**src/verilog/knight_pkg.sv**
```systemverilog
`default_nettype none

package knight_pkg;

  //////////////////////////////////////////////////
  // widths
  //////////////////////////////////////////////////
  localparam int OMEGA_W = 16;   // signed wheel speed
  localparam int ALPHA_W = 13;   // signed wheel acceleration
  localparam int HEAD_W  = 20;   // signed heading, top 12 bits pick direction
  localparam int POS_W   = 15;   // board coordinate, 4096 counts per square
  localparam int DUTY_W  = 11;   // default duty reading width

  //////////////////////////////////////////////////
  // physics constants
  //////////////////////////////////////////////////
  localparam int OMEGA_MAX    = 32700;  // wheel speed clamp
  localparam int FRICTION_LIM = 32;     // below this friction takes over
  localparam int MOVE_MIN     = 1000;   // both wheels above this to travel
  localparam int RAIL_SPEED   = 22000;  // speed sum needed for guardrail IRs
  localparam int JOLT         = 3000;   // yaw kick while a side IR is lit

  // guardrail window on low 12 bits of lateral coordinate
  localparam logic [11:0] RAIL_LO = 12'h710;
  localparam logic [11:0] RAIL_HI = 12'h8F0;

  localparam logic [POS_W-1:0] BORDER_Y  = 15'h5000;  // north edge of board
  localparam logic [POS_W-1:0] START_POS = 15'h2800;  // center of square 2,2

  //////////////////////////////////////////////////
  // bundles
  //////////////////////////////////////////////////

  // IR sensors, all active low
  typedef struct packed {
    logic lft_n;
    logic cntr_n;
    logic rght_n;
  } ir_t;

  // one wheel's two PWM duty readings
  typedef struct packed {
    logic [DUTY_W-1:0] duty_fwd;
    logic [DUTY_W-1:0] duty_rev;
  } duty_pair_t;

  typedef struct packed {
    logic signed [OMEGA_W-1:0] omega_lft;
    logic signed [OMEGA_W-1:0] omega_rght;
  } motion_t;

  typedef struct packed {
    logic signed [HEAD_W-1:0]  heading;
    logic signed [OMEGA_W-1:0] yaw_rate;
  } pose_t;

endpackage

`default_nettype wire

```
**src/verilog/board_tracker.sv**
```systemverilog
`timescale 1ns/1ps
`default_nettype none

module board_tracker (
  input  wire                           clk,
  input  wire                           rst_n,
  input  wire                           pose_vld,  // heading just updated
  input  wire  knight_pkg::motion_t     motion,
  input  wire  knight_pkg::pose_t       pose,
  output logic [knight_pkg::POS_W-1:0]  pos_x,
  output logic [knight_pkg::POS_W-1:0]  pos_y,
  output knight_pkg::ir_t               ir,
  output logic                          update     // outputs refreshed
);

  localparam int OW = knight_pkg::OMEGA_W;
  localparam int HW = knight_pkg::HEAD_W;
  localparam int PW = knight_pkg::POS_W;
  localparam int SW = OW + 1;

  // direction windows on heading[19:8]
  localparam logic [11:0] NORTH_HI = 12'h048;
  localparam logic [11:0] NORTH_LO = 12'hFB8;
  localparam logic [11:0] SOUTH_LO = 12'h7B8;
  localparam logic [11:0] SOUTH_HI = 12'h848;
  localparam logic [11:0] WEST_LO  = 12'h3B8;
  localparam logic [11:0] WEST_HI  = 12'h448;
  localparam logic [11:0] EAST_LO  = 12'hBB8;
  localparam logic [11:0] EAST_HI  = 12'hC48;

  typedef enum logic [2:0] {
    DIR_NONE,
    DIR_NORTH,
    DIR_SOUTH,
    DIR_WEST,
    DIR_EAST
  } dir_e;

  logic [11:0]          dir_code;
  dir_e                 dir;
  logic signed [SW-1:0] omega_sum;  // near zero when pivoting
  logic [PW-1:0]        step;
  logic                 moving;
  logic                 rail_on;
  logic                 x_hi, x_lo, y_hi, y_lo;  // near a guardrail
  logic [PW-1:0]        x_nxt;
  logic [PW-1:0]        y_nxt;
  knight_pkg::ir_t      ir_nxt;

  // tape lines sit around 1/4 and 3/4 of a square
  function automatic logic on_line(input logic [11:0] frac);
    on_line = ((frac > 12'h3E0) && (frac < 12'h460)) ||
              ((frac > 12'hBA0) && (frac < 12'hC20));
  endfunction

  //////////////////////////////////////////////////
  // motion decode
  //////////////////////////////////////////////////
  assign dir_code  = pose.heading[HW-1 -: 12];
  assign omega_sum = motion.omega_lft + motion.omega_rght;
  assign step      = PW'(omega_sum[SW-1 -: 4]);  // bits 16..13
  assign moving    = (motion.omega_lft > knight_pkg::MOVE_MIN) &&
                     (motion.omega_rght > knight_pkg::MOVE_MIN);
  assign rail_on   = omega_sum > knight_pkg::RAIL_SPEED;

  assign x_hi = pos_x[11:0] > knight_pkg::RAIL_HI;
  assign x_lo = pos_x[11:0] < knight_pkg::RAIL_LO;
  assign y_hi = pos_y[11:0] > knight_pkg::RAIL_HI;
  assign y_lo = pos_y[11:0] < knight_pkg::RAIL_LO;

  always_comb begin
    if ((dir_code <= NORTH_HI) || (dir_code >= NORTH_LO)) begin
      dir = DIR_NORTH;  // wraps through zero
    end else if ((dir_code >= SOUTH_LO) && (dir_code <= SOUTH_HI)) begin
      dir = DIR_SOUTH;
    end else if ((dir_code >= WEST_LO) && (dir_code <= WEST_HI)) begin
      dir = DIR_WEST;
    end else if ((dir_code >= EAST_LO) && (dir_code <= EAST_HI)) begin
      dir = DIR_EAST;
    end else begin
      dir = DIR_NONE;  // off axis, no travel
    end
  end

  //////////////////////////////////////////////////
  // position and IRs
  //////////////////////////////////////////////////
  always_comb begin
    x_nxt  = pos_x;
    y_nxt  = pos_y;
    ir_nxt = '{lft_n: 1'b1, cntr_n: 1'b1, rght_n: 1'b1};
    if (moving) begin
      // wall side flips with the direction of travel
      case (dir)
        DIR_NORTH: begin
          y_nxt         = pos_y + step;
          ir_nxt.rght_n = !(rail_on && x_hi);
          ir_nxt.lft_n  = !(rail_on && x_lo);
        end
        DIR_SOUTH: begin
          y_nxt         = pos_y - step;
          ir_nxt.lft_n  = !(rail_on && x_hi);
          ir_nxt.rght_n = !(rail_on && x_lo);
        end
        DIR_WEST: begin
          x_nxt         = pos_x - step;
          ir_nxt.rght_n = !(rail_on && y_hi);
          ir_nxt.lft_n  = !(rail_on && y_lo);
        end
        DIR_EAST: begin
          x_nxt         = pos_x + step;
          ir_nxt.lft_n  = !(rail_on && y_hi);
          ir_nxt.rght_n = !(rail_on && y_lo);
        end
        default: ;  // side IRs stay dark
      endcase
    end
    ir_nxt.cntr_n = !(on_line(x_nxt[11:0]) || on_line(y_nxt[11:0]));
    // ran off the north edge, everything lights
    if (moving && (dir == DIR_NORTH) && (y_nxt > knight_pkg::BORDER_Y)) begin
      ir_nxt = '{lft_n: 1'b0, cntr_n: 1'b0, rght_n: 1'b0};
    end
  end

  always_ff @(posedge clk or negedge rst_n) begin
    if (!rst_n) begin
      pos_x  <= knight_pkg::START_POS;
      pos_y  <= knight_pkg::START_POS;
      ir     <= '{lft_n: 1'b1, cntr_n: 1'b1, rght_n: 1'b1};
      update <= 1'b0;
    end else begin
      update <= pose_vld;  // third pipe stage
      if (pose_vld) begin
        pos_x <= x_nxt;
        pos_y <= y_nxt;
        ir    <= ir_nxt;
      end
    end
  end

endmodule

`default_nettype wire

```
**src/verilog/knight_physics.sv**
```systemverilog
`timescale 1ns/1ps
`default_nettype none

module knight_physics #(
  parameter int PWM_BITS = 11
) (
  input  wire                                   clk,
  input  wire                                   rst_n,
  input  wire                                   lft_pwm_fwd,
  input  wire                                   lft_pwm_rev,
  input  wire                                   rght_pwm_fwd,
  input  wire                                   rght_pwm_rev,
  output logic                                  lft_ir_n,
  output logic                                  cntr_ir_n,
  output logic                                  rght_ir_n,
  output logic signed [knight_pkg::OMEGA_W-1:0] yaw_rate,
  output logic [knight_pkg::POS_W-1:0]          pos_x,
  output logic [knight_pkg::POS_W-1:0]          pos_y,
  output logic                                  update
);

  knight_pkg::duty_pair_t                lft_duty;
  knight_pkg::duty_pair_t                rght_duty;
  logic                                  update_in;   // model tick
  logic signed [knight_pkg::OMEGA_W-1:0] omega_lft;
  logic signed [knight_pkg::OMEGA_W-1:0] omega_rght;
  logic                                  lft_vld;
  logic                                  rght_vld;
  logic                                  motion_vld;
  knight_pkg::motion_t                   motion;
  knight_pkg::pose_t                     pose;
  logic                                  pose_vld;
  knight_pkg::ir_t                       ir;

  //////////////////////////////////////////////////
  // PWM duty meters
  //////////////////////////////////////////////////
  // all four share one window, so one ready serves as the tick
  pwm_duty_meter #(.PWM_BITS(PWM_BITS)) u_meter_lft_fwd (
    .clk(clk), .rst_n(rst_n), .pwm(lft_pwm_fwd),
    .duty(lft_duty.duty_fwd), .ready(update_in)
  );
  pwm_duty_meter #(.PWM_BITS(PWM_BITS)) u_meter_lft_rev (
    .clk(clk), .rst_n(rst_n), .pwm(lft_pwm_rev),
    .duty(lft_duty.duty_rev), .ready()
  );
  pwm_duty_meter #(.PWM_BITS(PWM_BITS)) u_meter_rght_fwd (
    .clk(clk), .rst_n(rst_n), .pwm(rght_pwm_fwd),
    .duty(rght_duty.duty_fwd), .ready()
  );
  pwm_duty_meter #(.PWM_BITS(PWM_BITS)) u_meter_rght_rev (
    .clk(clk), .rst_n(rst_n), .pwm(rght_pwm_rev),
    .duty(rght_duty.duty_rev), .ready()
  );

  //////////////////////////////////////////////////
  // physics pipeline
  //////////////////////////////////////////////////
  wheel_dynamics #(.PWM_BITS(PWM_BITS)) u_wheel_lft (
    .clk(clk), .rst_n(rst_n), .update_in(update_in),
    .duty(lft_duty), .omega(omega_lft), .omega_vld(lft_vld)
  );
  wheel_dynamics #(.PWM_BITS(PWM_BITS)) u_wheel_rght (
    .clk(clk), .rst_n(rst_n), .update_in(update_in),
    .duty(rght_duty), .omega(omega_rght), .omega_vld(rght_vld)
  );

  assign motion     = '{omega_lft: omega_lft, omega_rght: omega_rght};
  assign motion_vld = lft_vld & rght_vld;  // wheels step together

  platform_heading u_heading (
    .clk(clk), .rst_n(rst_n), .motion_vld(motion_vld), .motion(motion),
    .ir(ir), .pose(pose), .pose_vld(pose_vld)
  );

  board_tracker u_tracker (
    .clk(clk), .rst_n(rst_n), .pose_vld(pose_vld), .motion(motion),
    .pose(pose), .pos_x(pos_x), .pos_y(pos_y), .ir(ir), .update(update)
  );

  assign lft_ir_n  = ir.lft_n;
  assign cntr_ir_n = ir.cntr_n;
  assign rght_ir_n = ir.rght_n;
  assign yaw_rate  = pose.yaw_rate;  // settled a cycle before update

endmodule

`default_nettype wire

```
**src/verilog/platform_heading.sv**
```systemverilog
`timescale 1ns/1ps
`default_nettype none

module platform_heading (
  input  wire                    clk,
  input  wire                    rst_n,
  input  wire                    motion_vld,  // wheel speeds just updated
  input  wire  knight_pkg::motion_t motion,
  input  wire  knight_pkg::ir_t     ir,       // IRs from previous update
  output knight_pkg::pose_t         pose,
  output logic                      pose_vld
);

  localparam int OW = knight_pkg::OMEGA_W;
  localparam int HW = knight_pkg::HEAD_W;

  logic signed [OW-1:0] yaw_base;     // from wheel speed difference only
  logic signed [OW-1:0] yaw_nxt;
  logic signed [HW-1:0] heading_nxt;

  //////////////////////////////////////////////////
  // platform yaw rate
  //////////////////////////////////////////////////
  assign yaw_base = ($signed(motion.omega_rght) >>> 1) -
                    ($signed(motion.omega_lft) >>> 1);

  always_comb begin
    yaw_nxt = yaw_base;
    // guardrail kick steers away from the wall
    if (!ir.lft_n) begin
      yaw_nxt = yaw_nxt - OW'(knight_pkg::JOLT);
    end
    if (!ir.rght_n) begin
      yaw_nxt = yaw_nxt + OW'(knight_pkg::JOLT);
    end
  end

  //////////////////////////////////////////////////
  // heading integration
  //////////////////////////////////////////////////

  // gain near 1/85, built from shifts
  assign heading_nxt = $signed(pose.heading)
                     + (yaw_nxt >>> 7)
                     + (yaw_nxt >>> 8)
                     - (yaw_nxt >>> 12)
                     - (yaw_nxt >>> 13)
                     - (yaw_nxt >>> 14);

  always_ff @(posedge clk or negedge rst_n) begin
    if (!rst_n) begin
      pose     <= '0;
      pose_vld <= 1'b0;
    end else begin
      pose_vld <= motion_vld;
      if (motion_vld) begin
        pose.heading  <= heading_nxt;  // wraps mod 2^20
        pose.yaw_rate <= yaw_nxt;
      end
    end
  end

endmodule

`default_nettype wire

```
**src/verilog/pwm_duty_meter.sv**
```systemverilog
`timescale 1ns/1ps
`default_nettype none

module pwm_duty_meter #(
  parameter int PWM_BITS = 11
) (
  input  wire                 clk,
  input  wire                 rst_n,
  input  wire                 pwm,    // raw motor drive line
  output logic [PWM_BITS-1:0] duty,   // high count of last full period
  output logic                ready   // one cycle pulse, duty valid
);

  logic [PWM_BITS-1:0] per_cnt;   // free running period counter
  logic [PWM_BITS-1:0] high_cnt;  // edges seen with pwm high
  logic                per_end;

  assign per_end = &per_cnt;  // last slot of the window

  always_ff @(posedge clk or negedge rst_n) begin
    if (!rst_n) begin
      per_cnt  <= '0;
      high_cnt <= '0;
      duty     <= '0;
      ready    <= 1'b0;
    end else begin
      per_cnt <= per_cnt + 1'b1;
      ready   <= per_end;  // lands with the new duty
      if (per_end) begin
        duty     <= high_cnt;  // reading holds for a whole period
        high_cnt <= '0;        // restart for next window
      end else if (pwm) begin
        high_cnt <= high_cnt + 1'b1;
      end
    end
  end

endmodule

`default_nettype wire

```
**src/verilog/wheel_dynamics.sv**
```systemverilog
`timescale 1ns/1ps
`default_nettype none

module wheel_dynamics #(
  parameter int PWM_BITS = 11
) (
  input  wire                                   clk,
  input  wire                                   rst_n,
  input  wire                                   update_in,  // new duties available
  input  wire  knight_pkg::duty_pair_t          duty,
  output logic signed [knight_pkg::OMEGA_W-1:0] omega,      // wheel speed
  output logic                                  omega_vld
);

  localparam int OW        = knight_pkg::OMEGA_W;
  localparam int AW        = knight_pkg::ALPHA_W;
  localparam int SW        = OW + 1;                // headroom for sums
  localparam int ALPHA_MAX = 2**(AW-1) - 1;
  localparam int ALPHA_MIN = -(2**(AW-1));

  logic signed [PWM_BITS:0] torque;     // fwd minus rev, linear drive
  logic signed [SW-1:0]     alpha_raw;
  logic signed [AW-1:0]     alpha;      // clamped acceleration
  logic                     accel_on;   // beats static friction
  logic signed [SW-1:0]     omega_raw;
  logic signed [OW-1:0]     omega_nxt;

  //////////////////////////////////////////////////
  // acceleration
  //////////////////////////////////////////////////
  assign torque = $signed({1'b0, duty.duty_fwd[PWM_BITS-1:0]}) -
                  $signed({1'b0, duty.duty_rev[PWM_BITS-1:0]});

  // back emf style drag proportional to speed
  assign alpha_raw = torque - (omega >>> 4) - (omega >>> 6);

  always_comb begin
    if (alpha_raw > ALPHA_MAX) begin
      alpha = AW'(ALPHA_MAX);
    end else if (alpha_raw < ALPHA_MIN) begin
      alpha = AW'(ALPHA_MIN);
    end else begin
      alpha = alpha_raw[AW-1:0];
    end
  end

  assign accel_on = (alpha > knight_pkg::FRICTION_LIM) ||
                    (alpha < -knight_pkg::FRICTION_LIM);

  //////////////////////////////////////////////////
  // speed integration
  //////////////////////////////////////////////////
  assign omega_raw = omega + (alpha >>> 3);

  always_comb begin
    if (accel_on) begin
      if (omega_raw > knight_pkg::OMEGA_MAX) begin
        omega_nxt = OW'(knight_pkg::OMEGA_MAX);
      end else if (omega_raw < -knight_pkg::OMEGA_MAX) begin
        omega_nxt = OW'(-knight_pkg::OMEGA_MAX);
      end else begin
        omega_nxt = omega_raw[OW-1:0];
      end
    end else begin
      omega_nxt = omega - (omega >>> 6);  // coast down
    end
  end

  always_ff @(posedge clk or negedge rst_n) begin
    if (!rst_n) begin
      omega     <= '0;
      omega_vld <= 1'b0;
    end else begin
      omega_vld <= update_in;  // first pipe stage
      if (update_in) begin
        omega <= omega_nxt;
      end
    end
  end

endmodule

`default_nettype wire
```
**config.mk**
```make
export PLATFORM = sky130hd
export DESIGN_NAME = knight_physics
export DESIGN_NICKNAME = d
export VERILOG_FILES = /design/src/verilog/knight_pkg.sv /design/src/verilog/board_tracker.sv /design/src/verilog/knight_physics.sv /design/src/verilog/platform_heading.sv /design/src/verilog/pwm_duty_meter.sv /design/src/verilog/wheel_dynamics.sv
export SDC_FILE = /design/constraint.sdc
export NUM_CORES = 1
export LEC_CHECK = 0
export BUFFER_PORTS_ARGS = -buffer_cell sky130_fd_sc_hd__buf_4
export CAP_MARGIN = 30
export CORE_MARGIN = 3
export CORE_UTILIZATION = 45
export CTS_CLUSTER_DIAMETER = 150
export DETAILED_ROUTE_END_ITERATION = 7
export HOLD_SLACK_MARGIN = 0.06
export PLACE_DENSITY_LB_ADDON = 0.25
export SETUP_SLACK_MARGIN = 0.4
export SLEW_MARGIN = 10
export SYNTH_ARGS = -nofsm -noshare
export SYNTH_HDL_FRONTEND = slang
export SYNTH_SLANG_ARGS = --single-unit
```
**constraint.sdc**
```tcl
create_clock -name clk -period 15.45 [get_ports clk]
set_input_delay 1.545 -clock clk [delete_from_list [all_inputs] [get_ports clk]]
set_output_delay 1.545 -clock clk [all_outputs]
set_load 0.01 [all_outputs]
```
# Word level (Yosys, flattened, before mapping)
# Cells that the tools add are included.
# totals
reg_bits	237
input_bits	6
output_inout_bits	50
elab_cells	165
# op_classes
add_sub_neg	31
magnitude_cmp	36
n_eq_ne	4
mux	33
n_reduce_logical	35
# op_table
operator	count
$mux 16	8
$add 11x1->11 const B	8
$mux 11	8
$pmux 15 s2	2
$mux 13	4
$gt 17x16->1 const B	3
$gt 12x12->1 const B	4
$lt 12x11->1 const B	4
$reduce_and 11->1	4
$add 16x10->17	2
$gt 17x13->1 const B	2
$lt 17x13->1 const B	2
$lt 17x16->1 const B	2
$gt 16x11->1 const B	2
$sub 16x10->16	2
$add 15x4->15	2
$sub 15x4->15	2
$sub 13x10->14	2
$gt 13x7->1 const B	2
$lt 13x6->1 const B	2
$sub 12x12->13	2
$ge 12x12->1 const B	2
$gt 12x10->1 const B	2
$le 12x12->1 const B	2
29 further kinds	64

# Logic depth before layout (Yosys ltp)
# Gate-level depths: netlist of run 1.
# logic_depth
depth_word	15
ltp_mapped	41
depth_no_buf	40

# By module
# Synthesis of run 1 repeated with hierarchy kept, for this count alone.
# unflattened
hier_cells	2610
area_unflattened_um2	23386.2
# modules_own_cells
mod	instances	cells_per_inst	area_per_inst_um2	seq_area_each_um2
pwm_duty_meter	4	114	1443.9	850.8
platform_heading	1	589	5141.2	925.9
board_tracker	1	544	4531.8	859.6
wheel_dynamics at u_wheel_lft	1	512	3966.3	425.4
wheel_dynamics at u_wheel_rght	1	508	3965.1	425.4
knight_physics	1	1	6.3	0.0

# Worst setup path before layout of run 1
# OpenSTA, ideal clock, no wires.
# synth_path
kind	reg-to-reg
start	reg u_wheel_rght.omega[1] in the netlist's numbering
end	reg, netlist name u_heading.pose[34]
setup_ps	125
t_arrival_ps	8314
required_time_ps	15325
slack_ps	7012
path_stages_with_launch	35
path_buffers	1
period_less_slack_ps	8438
cell_sequence	dfrtp_1 inv_1 ha_1 fa_1 nand2b_1 a21oi_2 a21oi_2 xor2_1 a2111oi_4 o31ai_1 nor3b_2 a2bb2oi_2 xor2_1 buf_1 inv_1 ha_1 xnor2_1 fa_1 inv_1 fa_1 ha_1 a21o_1 a21oi_1 o21ai_0 a21oi_1 o21ai_0 a21oi_1 o21bai_1 a21oi_1 nor2_1 a211oi_2 o21bai_1 a31oi_1 xnor2_1 mux2_2
# synth_between
elab_chain_len	10
# synth_lines
element	line	source
from (decl)	wheel_dynamics.sv:11	output logic signed [knight_pkg::OMEGA_W-1:0] omega,
from (signal assigned)	wheel_dynamics.sv:76	omega <= omega_nxt;
$sub 15x15->16 *	platform_heading.sv:24	assign yaw_base = ($signed(motion.omega_rght) >>> 1) -
$sub 16x13->16	platform_heading.sv:31	yaw_nxt = yaw_nxt - OW'(knight_pkg::JOLT);
$mux 16 *	platform_heading.sv:30	if (!ir.lft_n) begin
$add 16x13->16	platform_heading.sv:34	yaw_nxt = yaw_nxt + OW'(knight_pkg::JOLT);
$mux 16 *	platform_heading.sv:33	if (!ir.rght_n) begin
net u_heading.yaw_nxt[15]	platform_heading.sv:18	logic signed [OW-1:0] yaw_nxt;
$add 20x9->20	platform_heading.sv:44	+ (yaw_nxt >>> 7)
$add 20x8->20	platform_heading.sv:45	+ (yaw_nxt >>> 8)
$sub 20x4->20	platform_heading.sv:46	- (yaw_nxt >>> 12)
$sub 20x3->20	platform_heading.sv:47	- (yaw_nxt >>> 13)
$sub 20x2->20 *	platform_heading.sv:48	- (yaw_nxt >>> 14);
# Mark *: on every way through the listed nets, which the timed path passes. The rest lies on a longest branch.
# A chain may end at the register's enable or synchronous reset.

# Final worst setup path of run 1
# layout_path
start	reg u_wheel_rght.omega[1] in the netlist's numbering
end	reg, netlist name u_heading.pose[35]
# layout_between
elab_chain_len	10
# layout_lines
element	line
$sub 15x15->16 *	platform_heading.sv:24
$sub 16x13->16	platform_heading.sv:31
$mux 16 *	platform_heading.sv:30
$add 16x13->16	platform_heading.sv:34
$mux 16 *	platform_heading.sv:33
net u_heading.yaw_nxt[14]	platform_heading.sv:18
$add 20x9->20	platform_heading.sv:44
$add 20x8->20	platform_heading.sv:45
$sub 20x4->20	platform_heading.sv:46
$sub 20x3->20	platform_heading.sv:47
$sub 20x2->20 *	platform_heading.sv:48
# Marked as above.

==> results of run 1 <==
cells in the final DEF (no fill, tap or decap), drive strengths merged, types with 36 or more instances in the layout:
| cell type | synthesis | routed |
|---|---|---|
| nand2 | 206 | 206 |
| mux2 | 47 | 47 |
| ha | 219 | 219 |
| nor2 | 214 | 214 |
| xnor2 | 128 | 128 |
| xor2 | 102 | 102 |
| a21oi | 157 | 157 |
| dfrtp | 230 | 230 |
| nor3 | 40 | 40 |
| fa | 53 | 53 |
| o21ai | 171 | 171 |
| clkbuf | 49 | 38 |
| and3 | 36 | 36 |
| nand3 | 43 | 43 |
| buf | 29 | 72 |
| inv | 223 | 224 |
power by group through the flow:
stage	Sequential [W]	Clock, W	Combinational, W
after global routing	0.000714	0.000774	0.000104
after global placement	0.000716	0	0.0000851
final	0.000707	0.000727	0.0000885
after detailed placement	0.000717	0	0.0000898
after floorplan	0.000702	0	0.0000629
after CTS	0.000707	0.000748	0.0000903
worst max-delay path, delay by kind of cell (launching register included):
family          cells  cell delay [ps]
buf+inv             3              420
fa+ha+maj           8             2890
xor+xnor            2              580
simple gates        9             1340
compound gates     16             3290
flops               1              440
stage by stage:
step	cell area [um^2]	hold WS [ps]	std cells
global placement	22400	446	3078
finish	23500	459	3135
CTS	23400	461	3131
global route	23500	483	3135
detailed placement	22400	450	3079
floorplan	21500	352	2482
worst paths after layout:
kind / start / to / slack (ps)
setup / recovery: u_wheel_rght.omega[1]$_DFFE_PN0P_ / u_heading.pose[35]$_DFFE_PN0P_ / 6420
hold / removal: u_meter_lft_rev.per_cnt[10]$_DFF_PN0_ / u_meter_lft_rev.per_cnt[10]$_DFF_PN0_ / 460
setup reg to reg: u_wheel_rght.omega[1]$_DFFE_PN0P_ / u_heading.pose[35]$_DFFE_PN0P_ / 6420
hold reg to reg: u_meter_lft_rev.per_cnt[10]$_DFF_PN0_ / u_meter_lft_rev.per_cnt[10]$_DFF_PN0_ / 460
max in group asynchronous: rst_n / u_meter_lft_fwd.per_cnt[1]$_DFF_PN0_ / 13030
min in group asynchronous: rst_n / u_heading.pose[15]$_DFFE_PN0P_ / 1040
flip-flops by register name, indices dropped and copies added, names as in the netlist, 15 cells and up:
name,flops
u_tracker.pos_x,15
u_wheel_rght.omega,16
u_wheel_lft.omega,16
u_tracker.pos_y,15
u_heading.pose,36
kinds of logic (layout without fill, tap and decap cells):
family          Yosys count  count (layout)  share of synthesized area
simple gates            723             723                      0.162
xor+xnor                232             232                     0.0957
compound gates          646             646                      0.198
buf+inv                 303             349                     0.0568
fa+ha+maj               279             279                      0.180
flops                   237             237                      0.276
mux                      62              62                     0.0316
final cells by class:
class	count	area, um^2
clock buffer	38	800
clock inverter	14	206
fill	4394	23500
inverter	225	845
multi-input combinational	1942	14400
sequential	237	5940
tap	607	759
timing repair buffer	72	576
layer usage:
layer / vias to the layer above / wire length [um]
li1: 8806 / -
met1: 8470 / 23700
met2: 364 / 24700
met3: 72 / 2360
met4: 0 / 1060
met5: - / 0
==> out/qor.txt, run 1 <==
Fmax achieved: 111 MHz
GRT Util Overall: 0.205
relative slew slack: 0.404
routed vias: 17.7k
Max H-tree Level: 1
delay of the slowest cell on the worst path: 520 ps
Critical Path AT: 9540 ps
met1 Use GR: 0.273
PwrDens: 64.8 nW/um^2
post-CTS setup buffers: 0
clk buf depth: 3
combinational power share: 0.058
final setup margin: 6420 ps
CTS sink count: 237
slowest cell on the critical path: fa_1
min cycle time layout: 9030 ps
syn nets: 2,760
hold-fix buffers at CTS: 0
Worst Hold Depth: 1
largest fanout on the critical path: 6
area leader, netlist: dfrtp_1
Clock Pin Slew Worst Setup and Hold Paths: 60 ps
status: completed
FFs w/ async S/R, synth: 1.00
Critical Path RT: 15,960 ps
RSZ-0062 raised after global routing: no
Leak: 11.1 nW
Synth Instances: 2,482
Setup violations, final: 0
Die X: 225 um
period utilization: 0.584
area delta synth->final: 9.15%
post-DP HPWL: 39,400 um
Max Clock Skew: 19.0 ps
# nets final: 2,785
final hold violation count: 0
Post-synth top flop: dfrtp_1
initial drt markers: 1,080
Routed Antenna Nets: 0
initial antenna violation count: 0
core box area: 47,000 um^2
sw frac: 0.250
routed len/inst: 16.5 um
sequential share of power: 0.465
most area-consuming cells after synthesis: dfrtp_1, ha_1, xnor2_1
CP Capture Type: register
Synth Warn #: 0
GP Congestion: 0.900
Syn Area/Cell: 8.67 um^2
Sw Pwr: 0.000381 W
DRT Pass-1 Iters: 5
number of global-route vias before repair: 17.6k
Post-synth top cells: dfrtp_1, inv_1, ha_1
Finished Core Util: 0.501
layout cells sized above 1: 0.0898
global-route wire length before repair: 87,000 um
Clk pwr share: 0.477
post-CTS resize count: 0
Remaining Overflow, GRT: 0
IO Count: 56
DR vias/cell: 5.65
Tightest Pin Transition: 894 ps
#FFs+latches synth: 237
Startpoint Class: register
Max Cap Viol: 0
Antenna Cells: 0
Post-Route Setup TNS: 0 ps
top cell type's share of synthesized area: 0.267
clk root buf: clkbuf_16
Power, Total: 0.00152 W
Num CTS Buffers: 29
Post-Syn Area: 21,500 um^2
routing usage on met3: 0.0294
number of synthesized flops with an enable pin: 0
worst vdd ir: 0.0000781 V
dpl ws: 6490 ps
most frequent cell after synthesis: dfrtp_1
GR met2 Demand/Resource: 0.353
r2r worst-path depth: 38
largest net degree at the start of global routing: 107
Initial Util: 0.459
register area share after synthesis: 0.276
TritonCTS clock tree: done
Die Ht: 225 um
cell-internal power: 0.00114 W
global route hottest layer: met2
number of core rows: 79
Clk Latency, worst-skew pair: 580 ps
DRC: 0
Hold WC Path Type: reg -> reg
critical path class: reg -> reg
Port-buffer cells: 55
Slew Viols, Final: 0
post-synthesis cell type count: 101
Post-Route WL: 51,800 um
die footprint: 50,500 um^2
Note: power is estimated with default switching activity, not from simulation.
==> inputs of run 2 (changes only) <==
==> constraint.sdc (replaced) <==
create_clock -name clk -period 7.3 [get_ports clk]
set_input_delay 0.73 -clock clk [delete_from_list [all_inputs] [get_ports clk]]
set_output_delay 0.73 -clock clk [all_outputs]
set_load 0.01 [all_outputs]
==> run 2 against run 1 <==
  * The run now ends with negative setup slack left
  * Critical endpoint is now u_wheel_rght.omega[6]$_DFFE_PN0P_
  * Final cell count grew 8.7%
  * Combinational power grew 110%
  * Fmax grew 23%
  * Clock-buffer cell count grew 3
  * Clock power grew 100%
  * Non-clock buffer count grew 270
  * Largest power group is now sequential cells
  * Wire length grew 10%
  * Global-route usage grew 1.2 points
  * Clock skew shrank 5.6 ps
  * Sequential power grew 110%
  * Sequential share of layout area shrank 3.5 points
==> out/qor.txt, run 2 (synthesis gave the netlist of run 1 again) <==
routing usage on met3: 0.0252
PwrDens: 116 nW/um^2
Remaining Overflow, GRT: 0
GP Congestion: 0.924
status: complete, but fails checks
Reg2Reg Setup Slack: -40 ps
IO Count: 56
Clock Pin Slew Worst Setup and Hold Paths: 70 ps
worst vdd ir: 0.000160 V
Max Clock Skew: 13.4 ps
critical path class: reg -> reg
TritonCTS clock tree: done
CP top delay family: compound AO/OA/AOI/OAI gates
Setup violations, final: 2
post-DP HPWL: 41,300 um
routed len/inst: 16.7 um
Critical Path AT: 7800 ps
final hold violation count: 0
DR vias/cell: 5.64
Leak: 12.8 nW
Fillers: 3,990
area delta synth->final: 26.9%
CTS sink count: 237
Final Cell Area: 27,300 um^2
GRT Util Overall: 0.217
global route hottest layer: met2
placed inst area: 24,100 um^2
Clk Latency, worst-skew pair: 590 ps
Initial Util: 0.459
core box area: 47,000 um^2
Post-Route WL: 57,000 um
clk root buf: clkbuf_16
die footprint: 50,500 um^2
relative slew slack: 0.393
period utilization: 1.01
Startpoint Class: register
largest registers: u_heading.pose: 36 flops, u_wheel_lft.omega: 16 flops, u_wheel_rght.omega: 16 flops
Storage cell area: 5940 um^2
r2r worst-path depth: 37
Die Ht: 225 um
delay of the slowest cell on the worst path: 470 ps
DRC: 0
min cycle time layout: 7340 ps
WP depth: 37
number of buffers and inverters on the critical path: 4
area occupied by multi-input gates: 16,100 um^2
initial drt markers: 1,180
number of global-route vias before repair: 19.1k
layout cells sized above 1: 0.270
Tightest Pin Transition: 911 ps
RSZ-0062 raised after global routing: yes
Die X: 225 um
Fmax achieved: 136 MHz
failing checks: negative setup slack
number of core rows: 79
GR met2 Demand/Resource: 0.386
commonest non-fill, non-tap cell in the layout: buf_4
initial antenna violation count: 0
Slew Viols, Final: 0
Critical Path RT: 7760 ps
Power, Total: 0.00317 W
Placed Cells incl. Taps: 3,249
hold-fix buffers at CTS: 0
Hold WC Path Type: in -> async
Num CTS Buffers: 29
DRT Pass-1 Iters: 6
Routed Antenna Nets: 0
reg-to-reg startpoint: u_meter_rght_fwd.duty[0]$_DFFE_PN0P_
met1 Use GR: 0.285
non-filler cells, final: 3,408
max reg flops: 36
Max Cap Viol: 0
Largest Register: u_heading.pose
Critical Path End: u_wheel_rght.omega[6]$_DFFE_PN0P_
Port-buffer cells: 55
largest fanout on the critical path: 5
most frequent cells in the layout: buf_4, dfrtp_1, inv_1, nor2_1, nand2_1
# nets final: 3,056
slowest cell on the critical path: fa_1
Critical path origin: u_meter_rght_fwd.duty[0]$_DFFE_PN0P_
CP Capture Type: register
routed vias: 19.2k
final setup margin: -38.2 ps
largest net degree at the start of global routing: 164
clk buf depth: 3
Antenna Cells: 0
R2R Path End: u_wheel_rght.omega[6]$_DFFE_PN0P_
global-route wire length before repair: 92,900 um
Max H-tree Level: 1
-- run 2: through the flow --
| step | worst slack [ps] | util | setup TNS, ps | hold slack [ps] |
|---|---|---|---|---|
| after floorplan | 38.4 | - | 0 | 352 |
| after global placement | -109 | 0.513 | -400 | 446 |
| after detailed placement | -298 | 0.513 | -5580 | 450 |
| after global routing | -418 | 0.582 | -10920 | 162 |
| after CTS | -56.0 | 0.559 | -152 | 126 |
| final | -38.2 | 0.582 | -55.9 | 126 |
-- run 2: worst min-delay path by stage --
| stage | from | cells after the start | slack, ps | end |
|---|---|---|---|---|
| detailed placement | u_meter_lft_rev.per_cnt[10]$_DFF_PN0_ | 1 | 450 | u_meter_lft_rev.per_cnt[10]$_DFF_PN0_ |
| CTS | rst_n | 1 | 130 | u_heading.pose[17]$_DFFE_PN0P_ |
| finish | rst_n | 1 | 130 | u_heading.pose[17]$_DFFE_PN0P_ |
| floorplan | u_wheel_rght.omega_vld$_DFF_PN0_ | 0 | 350 | u_heading.pose_vld$_DFF_PN0_ |
| global placement | u_meter_lft_rev.per_cnt[10]$_DFF_PN0_ | 1 | 450 | u_meter_lft_rev.per_cnt[10]$_DFF_PN0_ |
| global route | rst_n | 1 | 160 | u_heading.pose[17]$_DFFE_PN0P_ |
-- run 2: final cells by class --
| cell class | instances | area share |
|---|---|---|
| Clock inverter | 13 | 0.00421 |
| Timing Repair Buffer | 342 | 0.100 |
| Multi-Input combinational cell | 1943 | 0.588 |
| Clock buffer | 41 | 0.0315 |
| Sequential cell | 237 | 0.217 |
| Tap cell | 607 | 0.0278 |
| Inverter | 225 | 0.0312 |
-- run 2: power breakdown --
part | total, W | switching [W] | internal (W)
Sequential | 0.00150 | 0.000108 | 0.00139
Combinational | 0.000188 | 0.000106 | 0.0000819
Clock | 0.00148 | 0.000623 | 0.000859
Total | 0.00317 | 0.000837 | 0.00233
-- run 2: metal layers --
layer  up-vias  part of all wire
li1       9350                 -
met1      9374              0.45
met2       385              0.49
met3       106             0.036
met4         0             0.024
met5         -                 0
-- run 2: repair_timing --
action                     4_1_cts  5_1_grt
hold endpoints to repair         0        0
setup buffers                   62       40
gates cloned                     1        0
gates resized for setup        166      147
pin swaps                      172      126
setup endpoints to repair       43       48
